[src/logic/pfd_macros.svh]
/* vcxo discipline constants
   register width, lock qualification and power-up register values */
`ifndef PFD_MACROS_SVH
`define PFD_MACROS_SVH

// config bus data width
`define PFD_REG_DW 16

// in-window pairs in a row before lock_n drops
`define PFD_LOCK_COUNT 8

// reference divide, toggles on every 5th edge
`define PFD_REF_DIV_RST 16'd4

// vcxo divide, same ratio as the reference at power up
`define PFD_OSC_DIV_RST 14'd4

// widest phase error still counted as good, in ref_in cycles
`define PFD_WINDOW_RST 8'd6

// ref_in cycles without a reference edge before holdover kicks in
`define PFD_HOLDOVER_RST 16'd200

`endif

[src/logic/pfd_pkg.sv]
/* vcxo discipline types
   register map and counter widths shared by the loop blocks */
package pfd_pkg;

	// register map of the config port
	typedef enum logic [1:0]
	{
		REF_DIV  = 2'd0,	// reference divide value
		OSC_DIV  = 2'd1,	// vcxo divide value
		LOCK_WIN = 2'd2,	// lock window
		HOLDOVER = 2'd3		// reference timeout
	} cfg_addr_e;

	// reference side divider count
	typedef logic [15:0] ref_div_t;

	// vcxo side divider count, the vcxo runs slower than the reference
	typedef logic [13:0] osc_div_t;

	// phase error width in ref_in cycles
	typedef logic [7:0] win_t;

endpackage

[src/logic/edge_divider.sv]
/* edge divider
   synchronizes a slow square wave, finds its rising edges and divides them down */
module edge_divider #(
	parameter type cnt_t = logic [7:0]	// counter type, sized per input
) (
	input  logic ref_in,	// system clock
	input  logic osc_1k,	// async reset, active high
	input  logic sig_in,	// slow input, not yet synchronous
	input  cnt_t div,		// toggle on every (div + 1)th edge
	output logic sig_edge,	// one pulse per synchronized rising edge
	output logic div_out,	// divided square wave
	output logic div_tick	// high for the cycle div_out goes high
);

	logic sync_1;
	logic sync_2;
	logic sync_3;	// delayed copy for edge detection
	logic rise;
	logic last;		// this edge completes a count
	cnt_t cnt;

	assign rise = sync_2 & ~sync_3;
	// >= so a divide lowered under the running count cannot strand it
	assign last = (cnt >= div);

	// two flop synchronizer plus edge register
	always_ff @(posedge ref_in or posedge osc_1k)
	begin
		if (osc_1k)
		begin
			sync_1   <= 1'b0;
			sync_2   <= 1'b0;
			sync_3   <= 1'b0;
			sig_edge <= 1'b0;
		end
		else
		begin
			sync_1   <= sig_in;
			sync_2   <= sync_1;
			sync_3   <= sync_2;
			sig_edge <= rise;	// lands 3 cycles after the input edge
		end
	end

	// divider updates on the same edge that registers sig_edge
	always_ff @(posedge ref_in or posedge osc_1k)
	begin
		if (osc_1k)
		begin
			cnt      <= '0;
			div_out  <= 1'b0;
			div_tick <= 1'b0;
		end
		else
		begin
			div_tick <= rise & last & ~div_out;	// only the low to high toggle
			if (rise)
			begin
				if (last)
				begin
					cnt     <= '0;
					div_out <= ~div_out;
				end
				else
					cnt <= cnt + 1'b1;
			end
		end
	end

endmodule

[src/logic/loop_regs.sv]
/* loop configuration registers
   strobe written divide values, lock window and holdover time with readback */
`include "pfd_macros.svh"

module loop_regs (
	input  logic                   ref_in,		// system clock
	input  logic                   osc_1k,		// async reset, active high
	input  logic                   cfg_we,		// write strobe
	input  pfd_pkg::cfg_addr_e     cfg_addr,	// register select
	input  logic [`PFD_REG_DW-1:0] cfg_wdata,
	output logic [`PFD_REG_DW-1:0] cfg_rdata,	// follows cfg_addr
	output pfd_pkg::ref_div_t      ref_div,
	output pfd_pkg::osc_div_t      osc_div,
	output pfd_pkg::win_t          lock_win,
	output logic [`PFD_REG_DW-1:0] holdover
);

	localparam int REF_W = $bits(pfd_pkg::ref_div_t);
	localparam int OSC_W = $bits(pfd_pkg::osc_div_t);
	localparam int WIN_W = $bits(pfd_pkg::win_t);

	// writes land on the sampling edge, visible the next cycle
	always_ff @(posedge ref_in or posedge osc_1k)
	begin
		if (osc_1k)
		begin
			ref_div  <= `PFD_REF_DIV_RST;
			osc_div  <= `PFD_OSC_DIV_RST;
			lock_win <= `PFD_WINDOW_RST;
			holdover <= `PFD_HOLDOVER_RST;
		end
		else if (cfg_we)
		begin
			case (cfg_addr)
				pfd_pkg::REF_DIV:  ref_div  <= cfg_wdata[REF_W-1:0];
				pfd_pkg::OSC_DIV:  osc_div  <= cfg_wdata[OSC_W-1:0];	// top bits dropped
				pfd_pkg::LOCK_WIN: lock_win <= cfg_wdata[WIN_W-1:0];
				pfd_pkg::HOLDOVER: holdover <= cfg_wdata;
				default:           ;
			endcase
		end
	end

	// readback, zero extended to the bus width
	always_comb
	begin
		cfg_rdata = '0;
		case (cfg_addr)
			pfd_pkg::REF_DIV:  cfg_rdata[REF_W-1:0] = ref_div;
			pfd_pkg::OSC_DIV:  cfg_rdata[OSC_W-1:0] = osc_div;
			pfd_pkg::LOCK_WIN: cfg_rdata[WIN_W-1:0] = lock_win;
			pfd_pkg::HOLDOVER: cfg_rdata            = holdover;
			default:           cfg_rdata            = '0;
		endcase
	end

endmodule

[src/logic/phase_detector.sv]
/* tri-state phase frequency detector
   up/dn flags from the divided ticks, phase error width and lock qualification */
`include "pfd_macros.svh"

module phase_detector (
	input  logic          ref_in,		// system clock
	input  logic          osc_1k,		// async reset, active high
	input  logic          ref_tick,		// divided reference rising edge
	input  logic          osc_tick,		// divided vcxo rising edge
	input  pfd_pkg::win_t lock_win,		// widest good phase error
	output logic          pfd_drive,	// output enable to the loop filter
	output logic          pfd_level,	// high pumps up, low pumps down
	output logic          lock_n		// low while locked
);

	localparam int GOOD_W = $clog2(`PFD_LOCK_COUNT + 1);

	logic              up;
	logic              dn;
	logic              set_up;		// a lone reference tick
	logic              set_dn;		// a lone vcxo tick
	logic              idle;
	logic              close;		// second tick of a pair
	logic              coincide;	// both ticks together, zero width pair
	logic              pair_done;
	pfd_pkg::win_t     width;		// cycles since the first tick
	pfd_pkg::win_t     pair_width;
	logic [GOOD_W-1:0] good_cnt;

	assign set_up    = ref_tick & ~osc_tick;
	assign set_dn    = osc_tick & ~ref_tick;
	assign idle      = ~up & ~dn;
	assign close     = (up & ~dn & set_dn) | (dn & ~up & set_up);
	assign coincide  = ref_tick & osc_tick & idle;
	assign pair_done = close | coincide;
	assign pair_width = close ? width : '0;

	// charge pump view of the flags
	assign pfd_drive = up ^ dn;		// tri-stated when idle or clearing
	assign pfd_level = up;
	assign lock_n    = (good_cnt != GOOD_W'(`PFD_LOCK_COUNT));

	// three state detector
	always_ff @(posedge ref_in or posedge osc_1k)
	begin
		if (osc_1k)
		begin
			up <= 1'b0;
			dn <= 1'b0;
		end
		else if (up & dn)
		begin
			up <= 1'b0;	// both seen, reset the pair
			dn <= 1'b0;
		end
		else
		begin
			if (set_up)
				up <= 1'b1;
			if (set_dn)
				dn <= 1'b1;
		end
	end

	// phase error width, saturates at the top of win_t
	always_ff @(posedge ref_in or posedge osc_1k)
	begin
		if (osc_1k)
			width <= '0;
		else if (coincide)
			width <= '0;
		else if (idle & (set_up | set_dn))
			width <= pfd_pkg::win_t'(1);	// first tick opens the pair
		else if (up ^ dn)
			width <= (width == '1) ? width : width + 1'b1;
		else
			width <= '0;
	end

	// lock qualification
	always_ff @(posedge ref_in or posedge osc_1k)
	begin
		if (osc_1k)
			good_cnt <= '0;
		else if (pair_done)
		begin
			if (pair_width > lock_win)
				good_cnt <= '0;		// one wide pair drops lock at once
			else if (good_cnt != GOOD_W'(`PFD_LOCK_COUNT))
				good_cnt <= good_cnt + 1'b1;
		end
	end

endmodule

[src/logic/ref_watchdog.sv]
/* reference watchdog
   flags a missing reference when its edges stop for longer than the holdover time */
`include "pfd_macros.svh"

module ref_watchdog (
	input  logic                   ref_in,		// system clock
	input  logic                   osc_1k,		// async reset, active high
	input  logic                   sig_edge,	// synchronized reference edge
	input  logic [`PFD_REG_DW-1:0] holdover,	// timeout in ref_in cycles
	output logic                   ref_missing	// high while the reference is absent
);

	logic [`PFD_REG_DW-1:0] quiet_cnt;	// cycles since the last edge
	logic                   at_top;

	assign at_top = (quiet_cnt == '1);

	// restarts on every edge, otherwise creeps up and parks at the top
	always_ff @(posedge ref_in or posedge osc_1k)
	begin
		if (osc_1k)
			quiet_cnt <= '1;	// start out as if the reference were gone
		else if (sig_edge)
			quiet_cnt <= '0;
		else if (!at_top)
			quiet_cnt <= quiet_cnt + 1'b1;
	end

	// clears the cycle after the first edge that arrives
	assign ref_missing = (quiet_cnt > holdover);

endmodule

[src/logic/vcxo_discipline_top.sv]
/* vcxo discipline loop
   divides reference and vcxo, compares them and picks what feeds the loop filter */
`include "pfd_macros.svh"

module vcxo_discipline_top (
	input  logic                   ref_in,		// fast system clock
	input  logic                   osc_1k,		// async reset, active high
	input  logic                   ref_sig,		// reference square wave
	input  logic                   vcxo_sig,	// vcxo square wave
	input  logic                   cfg_we,
	input  pfd_pkg::cfg_addr_e     cfg_addr,
	input  logic [`PFD_REG_DW-1:0] cfg_wdata,
	output logic [`PFD_REG_DW-1:0] cfg_rdata,
	output logic                   loop_drive,	// enable toward the loop filter
	output logic                   loop_level,	// level toward the loop filter
	output logic                   ref_1k,		// divided reference
	output logic                   vcxo_1k,		// divided vcxo
	output logic                   lock_n,		// low when locked
	output logic                   ref_missing	// high in holdover
);

	pfd_pkg::ref_div_t      ref_div;
	pfd_pkg::osc_div_t      osc_div;
	pfd_pkg::win_t          lock_win;
	logic [`PFD_REG_DW-1:0] holdover;
	logic                   ref_edge;	// raw synchronized reference edge
	logic                   ref_tick;
	logic                   osc_tick;
	logic                   pfd_drive;
	logic                   pfd_level;

	loop_regs regs_u (
		.ref_in    (ref_in),
		.osc_1k    (osc_1k),
		.cfg_we    (cfg_we),
		.cfg_addr  (cfg_addr),
		.cfg_wdata (cfg_wdata),
		.cfg_rdata (cfg_rdata),
		.ref_div   (ref_div),
		.osc_div   (osc_div),
		.lock_win  (lock_win),
		.holdover  (holdover)
	);

	edge_divider #(.cnt_t(pfd_pkg::ref_div_t)) ref_div_u (
		.ref_in   (ref_in),
		.osc_1k   (osc_1k),
		.sig_in   (ref_sig),
		.div      (ref_div),
		.sig_edge (ref_edge),
		.div_out  (ref_1k),
		.div_tick (ref_tick)
	);

	// vcxo edges are not watched, only the divided tick is used
	edge_divider #(.cnt_t(pfd_pkg::osc_div_t)) osc_div_u (
		.ref_in   (ref_in),
		.osc_1k   (osc_1k),
		.sig_in   (vcxo_sig),
		.div      (osc_div),
		.sig_edge (),
		.div_out  (vcxo_1k),
		.div_tick (osc_tick)
	);

	phase_detector pfd_u (
		.ref_in    (ref_in),
		.osc_1k    (osc_1k),
		.ref_tick  (ref_tick),
		.osc_tick  (osc_tick),
		.lock_win  (lock_win),
		.pfd_drive (pfd_drive),
		.pfd_level (pfd_level),
		.lock_n    (lock_n)
	);

	ref_watchdog wdog_u (
		.ref_in      (ref_in),
		.osc_1k      (osc_1k),
		.sig_edge    (ref_edge),
		.holdover    (holdover),
		.ref_missing (ref_missing)
	);

	// in holdover the 50% vcxo square wave parks the control voltage at mid rail
	assign loop_drive = ref_missing ? 1'b1 : pfd_drive;
	assign loop_level = ref_missing ? vcxo_1k : pfd_level;

endmodule
[config.mk]
export PLATFORM = sky130hd
export DESIGN_NAME = vcxo_discipline_top
export DESIGN_NICKNAME = d
export VERILOG_FILES = /design/src/logic/pfd_pkg.sv /design/src/logic/edge_divider.sv /design/src/logic/loop_regs.sv /design/src/logic/phase_detector.sv /design/src/logic/ref_watchdog.sv /design/src/logic/vcxo_discipline_top.sv
export VERILOG_INCLUDE_DIRS = /design/src /design/src/logic
export SDC_FILE = /design/constraint.sdc
export NUM_CORES = 1
export LEC_CHECK = 0
export ABC_CLOCK_PERIOD_IN_PS = 12000
export BUFFER_PORTS_ARGS = -buffer_cell sky130_fd_sc_hd__buf_2
export CAP_MARGIN = 20
export CORE_ASPECT_RATIO = 0.8
export CORE_MARGIN = 3
export CORE_UTILIZATION = 50
export DETAILED_ROUTE_END_ITERATION = 8
export HOLD_SLACK_MARGIN = 0.03
export PLACE_DENSITY = 0.67
export SYNTH_ARGS = -nofsm -noshare
export SYNTH_HDL_FRONTEND = slang
export SYNTH_SLANG_ARGS = --single-unit
[constraint.sdc]
create_clock -name ref_in -period 12 [get_ports ref_in]
set_input_delay 1.8 -clock ref_in [delete_from_list [all_inputs] [get_ports ref_in]]
set_output_delay 1.8 -clock ref_in [all_outputs]
set_load 0.01 [all_outputs]
==> metrics <==
status=finished clean; critical path startpoint category=primary input; Final Hold Fails=0; CTS root buf=clkbuf_16; leakage=about 3.9 nW; die area=about 16,000 sq um; Post-synth EDFFs=0; via count=around 5,400; Die Wd=140 um; initial antenna violation count=0; DR DRC count=0; Slew @ Worst Pin=around 0.83 ns; post-synth net total=approximately 800; Rows=38; fin util=59.0%; starting density of the core=a little over half; Worst Skew=about 0.010 ns; CTS tree=done; HPWL Detailed=around 13,000 um; post-layout min period=a little over 5 ns; Hold Crit Class=reg2reg; Crit path required time=between 10 and 15 ns; final worst path period share=about 42%; top_reg_cell synth=dfrtp_1; number of buffers inserted by post-CTS setup repair=0; Core Area=around 14,000 sq um; H-tree depth=4; r2r endpoint=pfd_u.good_cnt[0]; final count of negative-setup-slack endpoints=0; nets@finish=~850; area growth from synthesis to layout=13.0%; crit path DAT=between 3 and 4 ns; DRT Pass-1 Iters=8; # fillers=1,152; GRT Overall Usage=approximately 22%; vias in the first global route=5,527; DR iter-0 viols=between 400 and 500; worst-skew pair later-pin latency=around 0.42 ns; critical path class=in2out; layout cells sized above 1=between 20% and 30%; IO Port Bufs=between 40 and 50; CTS Buf Count=17; FF-to-FF path depth=11; Reg2Reg Launch Point=pfd_u.dn; VDD IR max=roughly 0.00011 V; Gate Count Post-Synth=699; CTS Hold Bufs=0; highest achievable clock rate=approximately 200 MHz; Placer Congestion=roughly 0.9; DIE HEIGHT=roughly 110 um; first-pass GRT wire length=28,000 um; Max transition margin=44.7%; design area=between 8000 and 9000 sq um; Ports=45; Seq/Total Area, Yosys=between 40 and 50%; WL final=approximately 17,000 um; dpl ws=6.98 ns; Num Clock Sinks=approximately 130; antenna-violating nets left=0; Max Cap Viol=0; yosys synthesis warning count=0; Setup WS post-layout=between 6 and 7 ns; Placed Area=~7600 sq um; crit-path max FO=15; wire per inst=between 15 and 20 um; global route total overflow=0; Fin Hold WS=~0.35 ns; RSZ-0062 raised after global routing=no; crit path to=cfg_rdata[2]; setup TNS=0 ns; asr flop ratio synth=between 90% and 100%; pwr/cell area=158 nW/um^2; CP Capture Type=primary output; pin count of the biggest net entering global routing=67; Worst-path clk slew=0.06 ns; syn avg cell area=10.3 sq um; DR vias/cell=approximately 5.7; #FFs+latches synth=around 130; # diodes=0; FF-to-FF setup slack=between 8 and 9 ns; Max Buffers Root-to-Sink=2; post-synth cell types=53; fin. max-slew vios=0; critical path launch point=cfg_addr[1]; Synth Cell Area=7220 sq um; Gates resized, CTS repair=0
## critical path, stage by stage
cell      delay (ns)
buf_2           0.13
inv_1           0.11
ha_1            0.53
a222oi_1        0.22
mux2i_1         0.30
buf_2           0.20
## sequential cells by signal, summed over array words and instances, names as in the netlist
name and cells:
osc_div_u.sync_1 1, pfd_u.pfd_level 1, pfd_u.width 8, osc_div_u.sync_3 1
ref_div_u.sig_edge 1, ref_div_u.sync_3 1, regs_u.osc_div 14, pfd_u.dn 1
ref_div_u.sync_1 1, osc_div_u.sync_2 1, osc_div_u.div_tick 1, regs_u.ref_div 16
ref_div_u.sync_2 1, ref_div_u.div_out 1, regs_u.holdover 16, osc_div_u.div_out 1
osc_div_u.cnt 14, ref_div_u.div_tick 1, ref_div_u.cnt 16, pfd_u.good_cnt 4
wdog_u.quiet_cnt 16, regs_u.lock_win 8
## Yosys cell counts, types with 2 or more instances
cell	n	area, sq um
ha_1	73	913
a21o_1	13	97.6
mux2i_1	11	110
inv_1	73	274
a31oi_1	4	25.0
nor3b_1	2	15.0
o21ai_0	17	85.1
dfstp_2	23	604
mux2_2	55	619
o211ai_1	5	37.5
clkbuf_1	9	33.8
nand2b_1	7	43.8
a222oi_1	14	140
and2_1	5	31.3
dfrtp_1	102	2550
xnor2_1	13	114
a211oi_1	4	30.0
nand2_1	43	161
nand3_1	21	105
xor2_1	21	184
buf_1	3	11.3
nor4_1	3	18.8
or4_1	2	15.0
or3_1	6	37.5
nor2_1	65	244
nor3_1	8	40.0
a22oi_1	4	30.0
nor2b_1	11	68.8
a21oi_1	28	140
and3_1	8	50.1
and4_1	5	43.8
a221oi_2	2	30.0
nand4_1	19	119
## routing by layer
| metal | vias to the layer above | track usage (%) | routed length (um) |
|---|---|---|---|
| met5 | - | 0 | 0 |
| met1 | 2673 | 31.1 | 7850 |
| met3 | 21 | 5.24 | 846 |
| met2 | 141 | 33.8 | 7630 |
| li1 | 2565 | - | - |
| met4 | 0 | 6.52 | 250 |
## worst min path at each step
stage | endpoint | from | slack, ns | cells after the start
after floorplan | osc_div_u.sync_2 | osc_div_u.sync_1 | 0.33 | 0
after global placement | osc_div_u.sync_2 | osc_div_u.sync_1 | 0.33 | 0
final | osc_div_u.sync_2 | osc_div_u.sync_1 | 0.35 | 0
after detailed placement | osc_div_u.sync_2 | osc_div_u.sync_1 | 0.33 | 0
after CTS | osc_div_u.sync_2 | osc_div_u.sync_1 | 0.35 | 0
after global routing | osc_div_u.sync_2 | osc_div_u.sync_1 | 0.35 | 0
## layout by cell type, fill, tap and decap left out, drive strengths merged, types with 2 or more instances in the layout
cell / n
nor2b: 11
nand2b: 7
o211ai: 6
a211oi: 4
nor3b: 2
o21ai: 17
nor3: 8
or3: 6
a31oi: 4
inv: 73
xnor2: 13
a21o: 13
nor2: 65
a22oi: 4
and2: 5
clkinvlp: 3
a221oi: 2
nand4: 19
dfrtp: 102
mux2i: 11
and4: 5
nand2: 43
clkinv: 6
nor4: 4
dfstp: 23
xor2: 22
buf: 45
clkbuf: 22
nand3: 21
a222oi: 14
a21oi: 29
mux2: 55
and3: 8
ha: 73
or4: 3
## area by class of cell
type / count / area (sq um) / share of cell area (%)
Tap cell: 180 / 225 / 2.76
Multi-Input combinational cell: 487 / 3720 / 45.6
Clock buffer: 22 / 464 / 5.69
Inverter: 73 / 277 / 3.39
Sequential cell: 125 / 3160 / 38.7
Timing Repair Buffer: 45 / 228 / 2.79
Clock inverter: 10 / 93.8 / 1.15
## through the flow
step                      power (W)  std cells
after CTS                   0.00130        942
final                       0.00129        942
after global placement     0.000797        910
after detailed placement   0.000815        910
after global routing        0.00137        942
after floorplan            0.000722        699
## kinds of logic (layout without fill, tap and decap cells)
logic type	count (synthesis)	count (layout)	share of synthesized area (%)
xor gates and xnor gates	35	35	4.35
DFF	125	125	43.7
AOI/OAI and AO/OA	102	102	9.89
buffers and inverters	87	150	4.78
and+or+nand+nor	211	211	14.5
adders and majority gates	73	73	12.6
muxes	66	66	10.1
## power breakdown
group / switching, W / internal, W
registers: 0.0000703 / 0.000489
clock network: 0.000187 / 0.000295
logic: 0.000136 / 0.000115
total: 0.000393 / 0.000899
Power figures use the tool's default switching activity.
